**src/rtl/friet_cfg.svh**
```systemverilog
// Friet datapath configuration: widths, round schedule and opcode values
`ifndef FRIET_CFG_SVH
`define FRIET_CFG_SVH

// Datapath widths
`define FRIET_LIMB_W            128
`define FRIET_STATE_W           512
`define FRIET_PAD_W             130
`define FRIET_SIZE_W            5
`define FRIET_RC_W              5
`define FRIET_OP_W              3

// Permutation schedule, unroll must divide the round count
`define FRIET_NUM_ROUNDS        24
`define FRIET_ROUNDS_PER_CYCLE  1

// Opcodes
`define FRIET_OP_INIT           3'd0
`define FRIET_OP_ENC            3'd1
`define FRIET_OP_DEC            3'd2
`define FRIET_OP_SQUEEZE        3'd3
`define FRIET_OP_DIRECT         3'd4

`endif

```
**src/rtl/friet_pkg.sv**
```systemverilog
// Friet shared types: state views, opcode encoding and stage results
`include "friet_cfg.svh"

package friet_pkg;

    // Limb a sits in the low bits
    typedef struct packed {
        logic [`FRIET_LIMB_W-1:0] d;
        logic [`FRIET_LIMB_W-1:0] c;
        logic [`FRIET_LIMB_W-1:0] b;
        logic [`FRIET_LIMB_W-1:0] a;
    } friet_limbs_t;

    // Flat view for the padded span, limb view for the round and parity
    typedef union packed {
        logic [`FRIET_STATE_W-1:0] flat;
        friet_limbs_t              limb;
    } friet_state_u;

    typedef enum logic [`FRIET_OP_W-1:0] {
        op_init    = `FRIET_OP_INIT,
        op_enc     = `FRIET_OP_ENC,
        op_dec     = `FRIET_OP_DEC,
        op_squeeze = `FRIET_OP_SQUEEZE,
        op_direct  = `FRIET_OP_DIRECT
    } friet_op_e;

    // Absorb stage towards the permutation
    typedef struct packed {
        friet_state_u next_state;
        logic         permute;
        logic         clear;
    } friet_absorb_t;

    // Absorb stage towards the output register
    typedef struct packed {
        logic [`FRIET_LIMB_W-1:0] data;
        logic [`FRIET_SIZE_W-1:0] size;
        logic                     last;
        logic                     produce;
    } friet_out_t;

endpackage

```
**src/rtl/friet_absorb.sv**
```systemverilog
// Friet absorb stage: opcode decode, padding, masking and output candidate
`timescale 1ns/10ps
`include "friet_cfg.svh"

module friet_absorb import friet_pkg::*; (
    input  friet_op_e                oper,
    input  logic [`FRIET_LIMB_W-1:0] din,
    input  logic [`FRIET_SIZE_W-1:0] din_size,
    input  logic                     din_last,
    input  friet_state_u             state,
    output friet_absorb_t            absorbed,
    output friet_out_t               out_cand
);

    localparam int bytes_per_limb = `FRIET_LIMB_W / 8;

    logic                     is_init;
    logic                     is_enc;
    logic                     is_dec;
    logic                     is_squeeze;
    logic                     is_direct;
    logic                     pad_bit;
    logic [`FRIET_PAD_W-1:0]  pad;
    logic [`FRIET_LIMB_W-1:0] mask;
    logic [`FRIET_LIMB_W-1:0] din_xor_a;
    logic [`FRIET_LIMB_W-1:0] data;
    logic [`FRIET_PAD_W-1:0]  contrib;
    logic [`FRIET_LIMB_W-1:0] fold;
    friet_state_u             next_state;

    // Opcodes 5 to 7 match none of these and fall through as no-ops
    assign is_init    = (oper == op_init);
    assign is_enc     = (oper == op_enc);
    assign is_dec     = (oper == op_dec);
    assign is_squeeze = (oper == op_squeeze);
    assign is_direct  = (oper == op_direct);

    // Domain separation bit
    assign pad_bit = is_direct ? din_last :
                     (is_enc || is_dec) ? ~din_last : 1'b0;

    // Two padding bits right after the last valid byte
    always_comb begin
        pad = '0;
        if (din_size >= bytes_per_limb) begin
            pad[`FRIET_PAD_W-1 -: 2] = {1'b1, pad_bit};
        end else begin
            pad[{din_size[3:0], 3'b000} +: 2] = {1'b1, pad_bit};
        end
    end

    // Low min(size, 16) bytes are live
    always_comb begin
        for (int i = 0; i < bytes_per_limb; i++) begin
            mask[8*i +: 8] = {8{din_size > i}};
        end
    end

    assign din_xor_a = (din ^ state.limb.a) & mask;
    assign data      = is_dec ? din_xor_a : (din & mask);
    assign contrib   = {2'b00, data} ^ pad;

    // Same contribution folded onto one limb keeps a^b^c^d at zero
    assign fold = contrib[`FRIET_LIMB_W-1:0]
                ^ {{(`FRIET_LIMB_W-2){1'b0}}, contrib[`FRIET_PAD_W-1:`FRIET_LIMB_W]};

    always_comb begin
        next_state = state;
        next_state.flat[`FRIET_PAD_W-1:0] = state.flat[`FRIET_PAD_W-1:0] ^ contrib;
        next_state.limb.d = state.limb.d ^ fold;
    end

    assign absorbed.next_state = next_state;
    assign absorbed.permute    = is_enc | is_dec | is_squeeze | is_direct;
    assign absorbed.clear      = is_init;

    // Squeeze returns limb a as it was before the absorb
    assign out_cand.data    = is_squeeze ? state.limb.a : din_xor_a;
    assign out_cand.size    = is_squeeze ? `FRIET_SIZE_W'(bytes_per_limb) : din_size;
    assign out_cand.last    = din_last;
    assign out_cand.produce = is_enc | is_dec | is_squeeze;

endmodule

```
**src/rtl/friet_round.sv**
```systemverilog
// Friet round: one parity-preserving mixing round on the four limbs
`timescale 1ns/10ps
`include "friet_cfg.svh"

module friet_round import friet_pkg::*; (
    input  friet_state_u           state_in,
    input  logic [`FRIET_RC_W-1:0] rc,
    output friet_state_u           state_out
);

    logic [`FRIET_LIMB_W-1:0] rc_ext;
    logic [`FRIET_LIMB_W-1:0] a1;
    logic [`FRIET_LIMB_W-1:0] d1;
    logic [`FRIET_LIMB_W-1:0] n;
    logic [`FRIET_LIMB_W-1:0] a2;
    logic [`FRIET_LIMB_W-1:0] d2;
    logic [`FRIET_LIMB_W-1:0] b3;
    logic [`FRIET_LIMB_W-1:0] c3;

    // Round constant into a and d
    assign rc_ext = {{(`FRIET_LIMB_W-`FRIET_RC_W){1'b0}}, rc};
    assign a1 = state_in.limb.a ^ rc_ext;
    assign d1 = state_in.limb.d ^ rc_ext;

    // Nonlinear term, added twice so the parity holds
    assign n  = state_in.limb.b & state_in.limb.c;
    assign a2 = a1 ^ n;
    assign d2 = d1 ^ n;

    // Mix new a into b and c
    assign b3 = state_in.limb.b ^ a2;
    assign c3 = state_in.limb.c ^ a2;

    // Rotate every limb left by one
    assign state_out.limb.a = {a2[`FRIET_LIMB_W-2:0], a2[`FRIET_LIMB_W-1]};
    assign state_out.limb.b = {b3[`FRIET_LIMB_W-2:0], b3[`FRIET_LIMB_W-1]};
    assign state_out.limb.c = {c3[`FRIET_LIMB_W-2:0], c3[`FRIET_LIMB_W-1]};
    assign state_out.limb.d = {d2[`FRIET_LIMB_W-2:0], d2[`FRIET_LIMB_W-1]};

endmodule

```
**src/rtl/friet_permute.sv**
```systemverilog
// Friet permutation: state register with an iterative unrolled round chain
`timescale 1ns/10ps
`include "friet_cfg.svh"

module friet_permute import friet_pkg::*; (
    input  logic          clk,
    input  logic          arstn,
    input  logic          accept,
    input  friet_absorb_t absorbed,
    output friet_state_u  state,
    output logic          busy
);

    localparam int rpc = `FRIET_ROUNDS_PER_CYCLE;
    localparam logic [`FRIET_RC_W-1:0] rpc_step = `FRIET_RC_W'(rpc);
    localparam logic [`FRIET_RC_W-1:0] last_rc  = `FRIET_RC_W'(`FRIET_NUM_ROUNDS);

    friet_state_u           state_q;
    logic [`FRIET_RC_W-1:0] rc_q;
    logic [`FRIET_RC_W-1:0] base_rc;
    logic [`FRIET_RC_W-1:0] rc_next;
    friet_state_u           chain [0:rpc];

    // A new block starts at round 0 straight from the absorb stage
    always_comb begin
        if (accept) begin
            chain[0] = absorbed.next_state;
            base_rc  = '0;
        end else begin
            chain[0] = state_q;
            base_rc  = rc_q;
        end
    end

    for (genvar j = 0; j < rpc; j++) begin : g_round
        friet_round i_friet_round (
            .state_in  (chain[j]),
            .rc        (base_rc + `FRIET_RC_W'(j)),
            .state_out (chain[j+1])
        );
    end

    assign rc_next = base_rc + rpc_step;

    always_ff @(posedge clk or negedge arstn) begin
        if (!arstn) begin
            state_q.flat <= '0;
            rc_q         <= '0;
            busy         <= 1'b0;
        end else if (accept) begin
            if (absorbed.clear) begin
                state_q.flat <= '0;
            end else if (absorbed.permute) begin
                state_q <= chain[rpc];
                rc_q    <= rc_next;
                busy    <= (rc_next != last_rc);
            end
        end else if (busy) begin
            // Next group of rounds, stop once the index reaches the round count
            state_q <= chain[rpc];
            rc_q    <= rc_next;
            busy    <= (rc_next != last_rc);
        end
    end

    assign state = state_q;

endmodule

```
**src/rtl/friet_output.sv**
```systemverilog
// Friet output stage: output register, handshakes and input acceptance
`timescale 1ns/10ps
`include "friet_cfg.svh"

module friet_output import friet_pkg::*; (
    input  logic                     clk,
    input  logic                     arstn,
    input  logic                     din_valid,
    input  logic                     busy,
    input  friet_out_t               out_cand,
    input  logic                     dout_ready,
    output logic                     din_ready,
    output logic                     accept,
    output logic [`FRIET_LIMB_W-1:0] dout,
    output logic [`FRIET_SIZE_W-1:0] dout_size,
    output logic                     dout_last,
    output logic                     dout_valid
);

    logic has_data_q;
    logic load;
    logic drain;

    // Pending output lets a new word in only when it leaves in the same edge
    always_comb begin
        if (busy) begin
            din_ready = 1'b0;
        end else if (has_data_q) begin
            din_ready = dout_ready;
        end else begin
            din_ready = 1'b1;
        end
    end

    assign accept = din_valid & din_ready;
    assign load   = accept & out_cand.produce;
    assign drain  = has_data_q & dout_ready;

    always_ff @(posedge clk or negedge arstn) begin
        if (!arstn) begin
            has_data_q <= 1'b0;
        end else if (load) begin
            has_data_q <= 1'b1;
        end else if (drain) begin
            has_data_q <= 1'b0;
        end
    end

    // Output word held stable until taken
    always_ff @(posedge clk) begin
        if (load) begin
            dout      <= out_cand.data;
            dout_size <= out_cand.size;
            dout_last <= out_cand.last;
        end
    end

    assign dout_valid = has_data_q;

endmodule

```
**src/rtl/friet_fault_check.sv**
```systemverilog
// Friet fault check: limb parity fold with a sticky fault flag
`timescale 1ns/10ps
`include "friet_cfg.svh"

module friet_fault_check import friet_pkg::*; (
    input  logic         clk,
    input  logic         arstn,
    input  logic         accept,
    input  logic         clear,
    input  friet_state_u state,
    output logic         fault_detected
);

    logic [`FRIET_LIMB_W-1:0] parity;

    // Healthy state folds to zero
    assign parity = state.limb.a ^ state.limb.b ^ state.limb.c ^ state.limb.d;

    always_ff @(posedge clk or negedge arstn) begin
        if (!arstn) begin
            fault_detected <= 1'b0;
        end else if (accept && clear) begin
            fault_detected <= 1'b0;
        end else begin
            fault_detected <= fault_detected | (|parity);
        end
    end

endmodule

```
**src/rtl/friet_core.sv**
```systemverilog
// Friet core: absorb, permutation, output and fault stages wired together
`timescale 1ns/10ps
`include "friet_cfg.svh"

module friet_core import friet_pkg::*; (
    input  logic                     clk,
    input  logic                     arstn,
    input  logic [`FRIET_OP_W-1:0]   oper,
    input  logic [`FRIET_LIMB_W-1:0] din,
    input  logic [`FRIET_SIZE_W-1:0] din_size,
    input  logic                     din_last,
    input  logic                     din_valid,
    output logic                     din_ready,
    output logic [`FRIET_LIMB_W-1:0] dout,
    output logic [`FRIET_SIZE_W-1:0] dout_size,
    output logic                     dout_last,
    output logic                     dout_valid,
    input  logic                     dout_ready,
    output logic                     fault_detected
);

    friet_absorb_t absorbed;
    friet_out_t    out_cand;
    friet_state_u  state;
    logic          accept;
    logic          busy;

    friet_absorb i_friet_absorb (
        .oper     (friet_op_e'(oper)),
        .din      (din),
        .din_size (din_size),
        .din_last (din_last),
        .state    (state),
        .absorbed (absorbed),
        .out_cand (out_cand)
    );

    friet_permute i_friet_permute (
        .clk      (clk),
        .arstn    (arstn),
        .accept   (accept),
        .absorbed (absorbed),
        .state    (state),
        .busy     (busy)
    );

    friet_output i_friet_output (
        .clk        (clk),
        .arstn      (arstn),
        .din_valid  (din_valid),
        .busy       (busy),
        .out_cand   (out_cand),
        .dout_ready (dout_ready),
        .din_ready  (din_ready),
        .accept     (accept),
        .dout       (dout),
        .dout_size  (dout_size),
        .dout_last  (dout_last),
        .dout_valid (dout_valid)
    );

    friet_fault_check i_friet_fault_check (
        .clk            (clk),
        .arstn          (arstn),
        .accept         (accept),
        .clear          (absorbed.clear),
        .state          (state),
        .fault_detected (fault_detected)
    );

endmodule

```
**config.mk**
```make
export PLATFORM = sky130hd
export DESIGN_NAME = friet_core
export DESIGN_NICKNAME = d
export VERILOG_FILES = /design/src/rtl/friet_pkg.sv /design/src/rtl/friet_absorb.sv /design/src/rtl/friet_round.sv /design/src/rtl/friet_permute.sv /design/src/rtl/friet_output.sv /design/src/rtl/friet_fault_check.sv /design/src/rtl/friet_core.sv
export VERILOG_INCLUDE_DIRS = /design/src /design/src/rtl
export SDC_FILE = /design/constraint.sdc
export NUM_CORES = 2
export LEC_CHECK = 0
export ABC_AREA = 0
export BUFFER_PORTS_ARGS = -buffer_cell sky130_fd_sc_hd__buf_4
export CORE_ASPECT_RATIO = 0.7
export CORE_UTILIZATION = 45
export CTS_BUF_LIST = sky130_fd_sc_hd__clkbuf_4
export DETAILED_ROUTE_END_ITERATION = 10
export GPL_ROUTABILITY_DRIVEN = 0
export GPL_TIMING_DRIVEN = 0
export PLACE_DENSITY = 0.66
export SLEW_MARGIN = 20
export SYNTH_ARGS = -nofsm -noshare
export SYNTH_HDL_FRONTEND = slang
export SYNTH_SLANG_ARGS = --single-unit
```
**constraint.sdc**
```tcl
create_clock -name clk -period 16.4 [get_ports clk]
set_input_delay 0.82 -clock clk [delete_from_list [all_inputs] [get_ports clk]]
set_output_delay 0.82 -clock clk [all_outputs]
set_load 0.01 [all_outputs]
```
==> results.toml <==
[drt]
via_per_inst = 5.82
wl_met3_mm = 23.5
detail-route-antenna-nets = 0
drc = 0
met1Wirelength_mm = 64.6
wl_met2_mm = 62.5
drt-initial-drc-count = 4922
drt_wl_total_mm = 159
first_pass_iters = 11
post_drt_wl_per_cell_um = 24.7
top_layer = "met5"
num_vias = 37500

[clock_network]
htree_levels = 4
clk_pin_slew_ns = 0.07
clk_path_buf_depth = 3
clk_latency_ns = 1.18
cts_inserted_buffers = 175
clock_sinks = 654
cts_tree = "done"
cts_root_buf = "clkbuf_4"

[floorplanning]
die_height_um = 256
die_area_um2 = 93500
ios = 278
row_count = 92
start_util = 0.458
coreArea_um2 = 90700
fp.dieW_um = 365

[sta]
timing.slew.headroom = 0.0657
fmax_mhz = 216
hold_violations = 0
finalSetupViolations = 0
rsz0062_at_grt = "no"
period_needed_ns = 4.62
skew_ns = 0.0812
fin_crit_sh = 0.282
worst_slew_pin_slew_ns = 1.40
timing.final.max_slew_violations = 0

[critical_path]
r2r-start = "i_friet_output.dout_valid$_DFFE_PN0P_"
worst-path-buf-inv = 4
cp_data_arrival_time_ns = 5.61
crit_path_end_kind = "flop"
crit_path_start_kind = "flop"
critPathMaxStageDelay_ns = 0.90
crit_type = "flop to flop"
cpMostUsedCell = "clkbuf_1"
cpMaxStageDelayCell = "clkbuf_1"
path_delay_family = "buffers and inverters"
critPathRequiredTime_ns = 17.39
cp_max_fo = 10
path_cells = "nor2b_1 > clkbuf_1 > nor2_2 > clkbuf_1 > a21oi_1 > clkbuf_1 > clkbuf_1 > nand2_1 > o21ai_0"
r2r_slack_ns = 11.78
worstSetupStartpoint = "i_friet_output.dout_valid$_DFFE_PN0P_"

[placed_design]
dp_hpwl_mm = 118
place_inst = 6083
io_buffer_count = 275

[synth]
yosys.area_share.simple = 0.157
yosys_register_bits = 654
synth_top_area_share = 0.313
yosys.area.top_type = "dfrtp_1"
syn_inst = 4563
syn-num-nets = 4710
synth_xor_area_frac = 0.242
syn_area_um2 = 41500
synth_top_family_by_area = "XOR/XNOR gates"
ys.flop_type = "dfrtp_1"
synth_common_cells = "nand2_1, xnor2_1, o21ai_0"
synth_compound_area_frac = 0.159
ys_async_sr_fraction = 0.795
synthTopCellsByArea = "dfrtp_1, xnor2_1, edfxtp_1"
yosysWarnings = 0
synth_enable_flop_cells = 134
post-synth-top-count-cell = "nand2_1"
synth_fa_ha_area_frac = 0.00181
yosysSeqAreaShare = 0.410
ys_types = 86
avgSynthCellArea_um2 = 9.10
muxShareOfSynthArea = 0.000723

[run]
maxCapViolCount = 0

[global_routing]
antenna_found_initial = 12
grt_remaining_overflow = 0
grt_pass1_vias = 34700
grt_util_all_layers = 0.335
grt_max_degree = 89
grt_pass1_wl_mm = 230

[power_and_ir_drop]
cellLeakagePower_nw = 18.5
p_per_area_nw_per_um2 = 242
ir_drop_v = 0.0000897

[run_status]
outcome = "finished, final reports clean"

[finish]
multiInputGateArea_um2 = 23300
fillerInstances = 8427
syn2layout_area_growth_pct = 16.1
final_nets = 5226
final_core_util = 0.532
final_layout_size_suffix_gt1_frac = 0.143
fin_cells = 6443
final-seq-area_um2 = 17000

[worst_hold_path]
hold_class = "input pin to flop"
hold_start = "din[115]"
## metal layers
layer,GRT usage,vias up
met5,0.00826,-
met4,0.162,16
met2,0.447,2187
li1,-,16600
met1,0.450,18100
met3,0.158,482
## layout by cell type (no fill, tap or decap), types with 21 or more instances in the layout
cell | netlist | layout
edfxtp_1 | 134 | 134
xnor2_1 | 696 | 696
a21boi_0 | 23 | 23
buf_2 | 39 | 39
xor2_1 | 317 | 317
a311oi_2 | 24 | 24
buf_1 | 26 | 26
o21ai_0 | 692 | 691
nand2b_1 | 50 | 50
dlygate4sd3_1 | 0 | 41
xnor3_1 | 43 | 43
clkbuf_1 | 219 | 211
clkbuf_4 | 0 | 274
o21ai_1 | 71 | 72
nor2_1 | 110 | 109
a21oi_1 | 70 | 69
nor2b_1 | 70 | 70
and4bb_2 | 34 | 34
a22o_1 | 37 | 37
a311oi_1 | 24 | 24
nand2_1 | 971 | 971
nor3b_1 | 22 | 22
nor3_1 | 43 | 41
buf_4 | 4 | 294
o211ai_1 | 21 | 21
nand4_1 | 23 | 23
nor4bb_1 | 21 | 21
dfrtp_1 | 520 | 520
## final cells by class
cell class,count,area share
multi-input cells,3604,0.483
flip-flops and latches,654,0.353
repair buffers,339,0.0579
clock buffers,274,0.0426
well taps,1222,0.0317
plain buffers,289,0.0242
clock inverters,38,0.00537
inverters,16,0.00125
diodes,7,0.000363
## report_power, final
group | internal (mW) | switching, mW | total [mW]
registers | 2.45 | 0.949 | 3.40
clock network | 0.804 | 0.782 | 1.59
logic | 2.59 | 4.09 | 6.68
total | 5.85 | 5.82 | 11.7
## worst min-delay path: stages
cell,delay (ns)
buf_4,0.10
nand2_1,0.04
o21ai_0,0.14
## path summary, 6_finish.rpt
kind,endpoint,cells past startpoint
max,i_friet_permute.state[472]$_DFFE_PN0P_,9
min,i_friet_output.dout[115]$_DFFE_PP_,3
max reg2reg,i_friet_permute.state[472]$_DFFE_PN0P_,9
min reg2reg,i_friet_permute.state[232]$_DFFE_PN0P_,2
max in group asynchronous,i_friet_permute.state[126]$_DFFE_PN0P_,5
min in group asynchronous,i_friet_permute.state[61]$_DFFE_PN0P_,2
## flip-flops by register name, indices dropped and copies added, names as in the netlist
signal	cells
i_friet_output.dout_last	1
i_friet_output.dout_size	5
i_friet_fault_check.fault_detected	1
i_friet_permute.busy	1
i_friet_output.dout_valid	1
i_friet_permute.state	512
i_friet_output.dout	128
i_friet_permute.rc_q	5
## through the flow
| stage | instance area, um^2 | total power [mW] | setup WS (ns) | setup TNS (ns) | hold slack, ns |
|---|---|---|---|---|---|
| floorplan | 41500 | 7.48 | 4.45 | 0 | 0.472 |
| global placement | 45100 | 9.60 | -2.13 | -237.87 | 0.508 |
| detailed placement | 45500 | 9.72 | 11.50 | 0 | 0.509 |
| CTS | 48200 | 11.3 | 12.12 | 0 | 0.000113 |
| global route | 48200 | 12.2 | 11.84 | 0 | 0.0767 |
| finish | 48200 | 11.7 | 11.78 | 0 | 0.0705 |
## logic make-up after synthesis
family	after synthesis
simple gates	1422
mux	3
fa+ha+maj	6
buf+inv	305
flops	654
compound gates	1105
xor+xnor	1068
## timing repair
item,4_1_cts,5_1_grt
hold buffers,41,0
resized for setup,0,0
hold endpoints to repair,100,0
setup buffers,0,0
(Power assumes the default switching activity.)
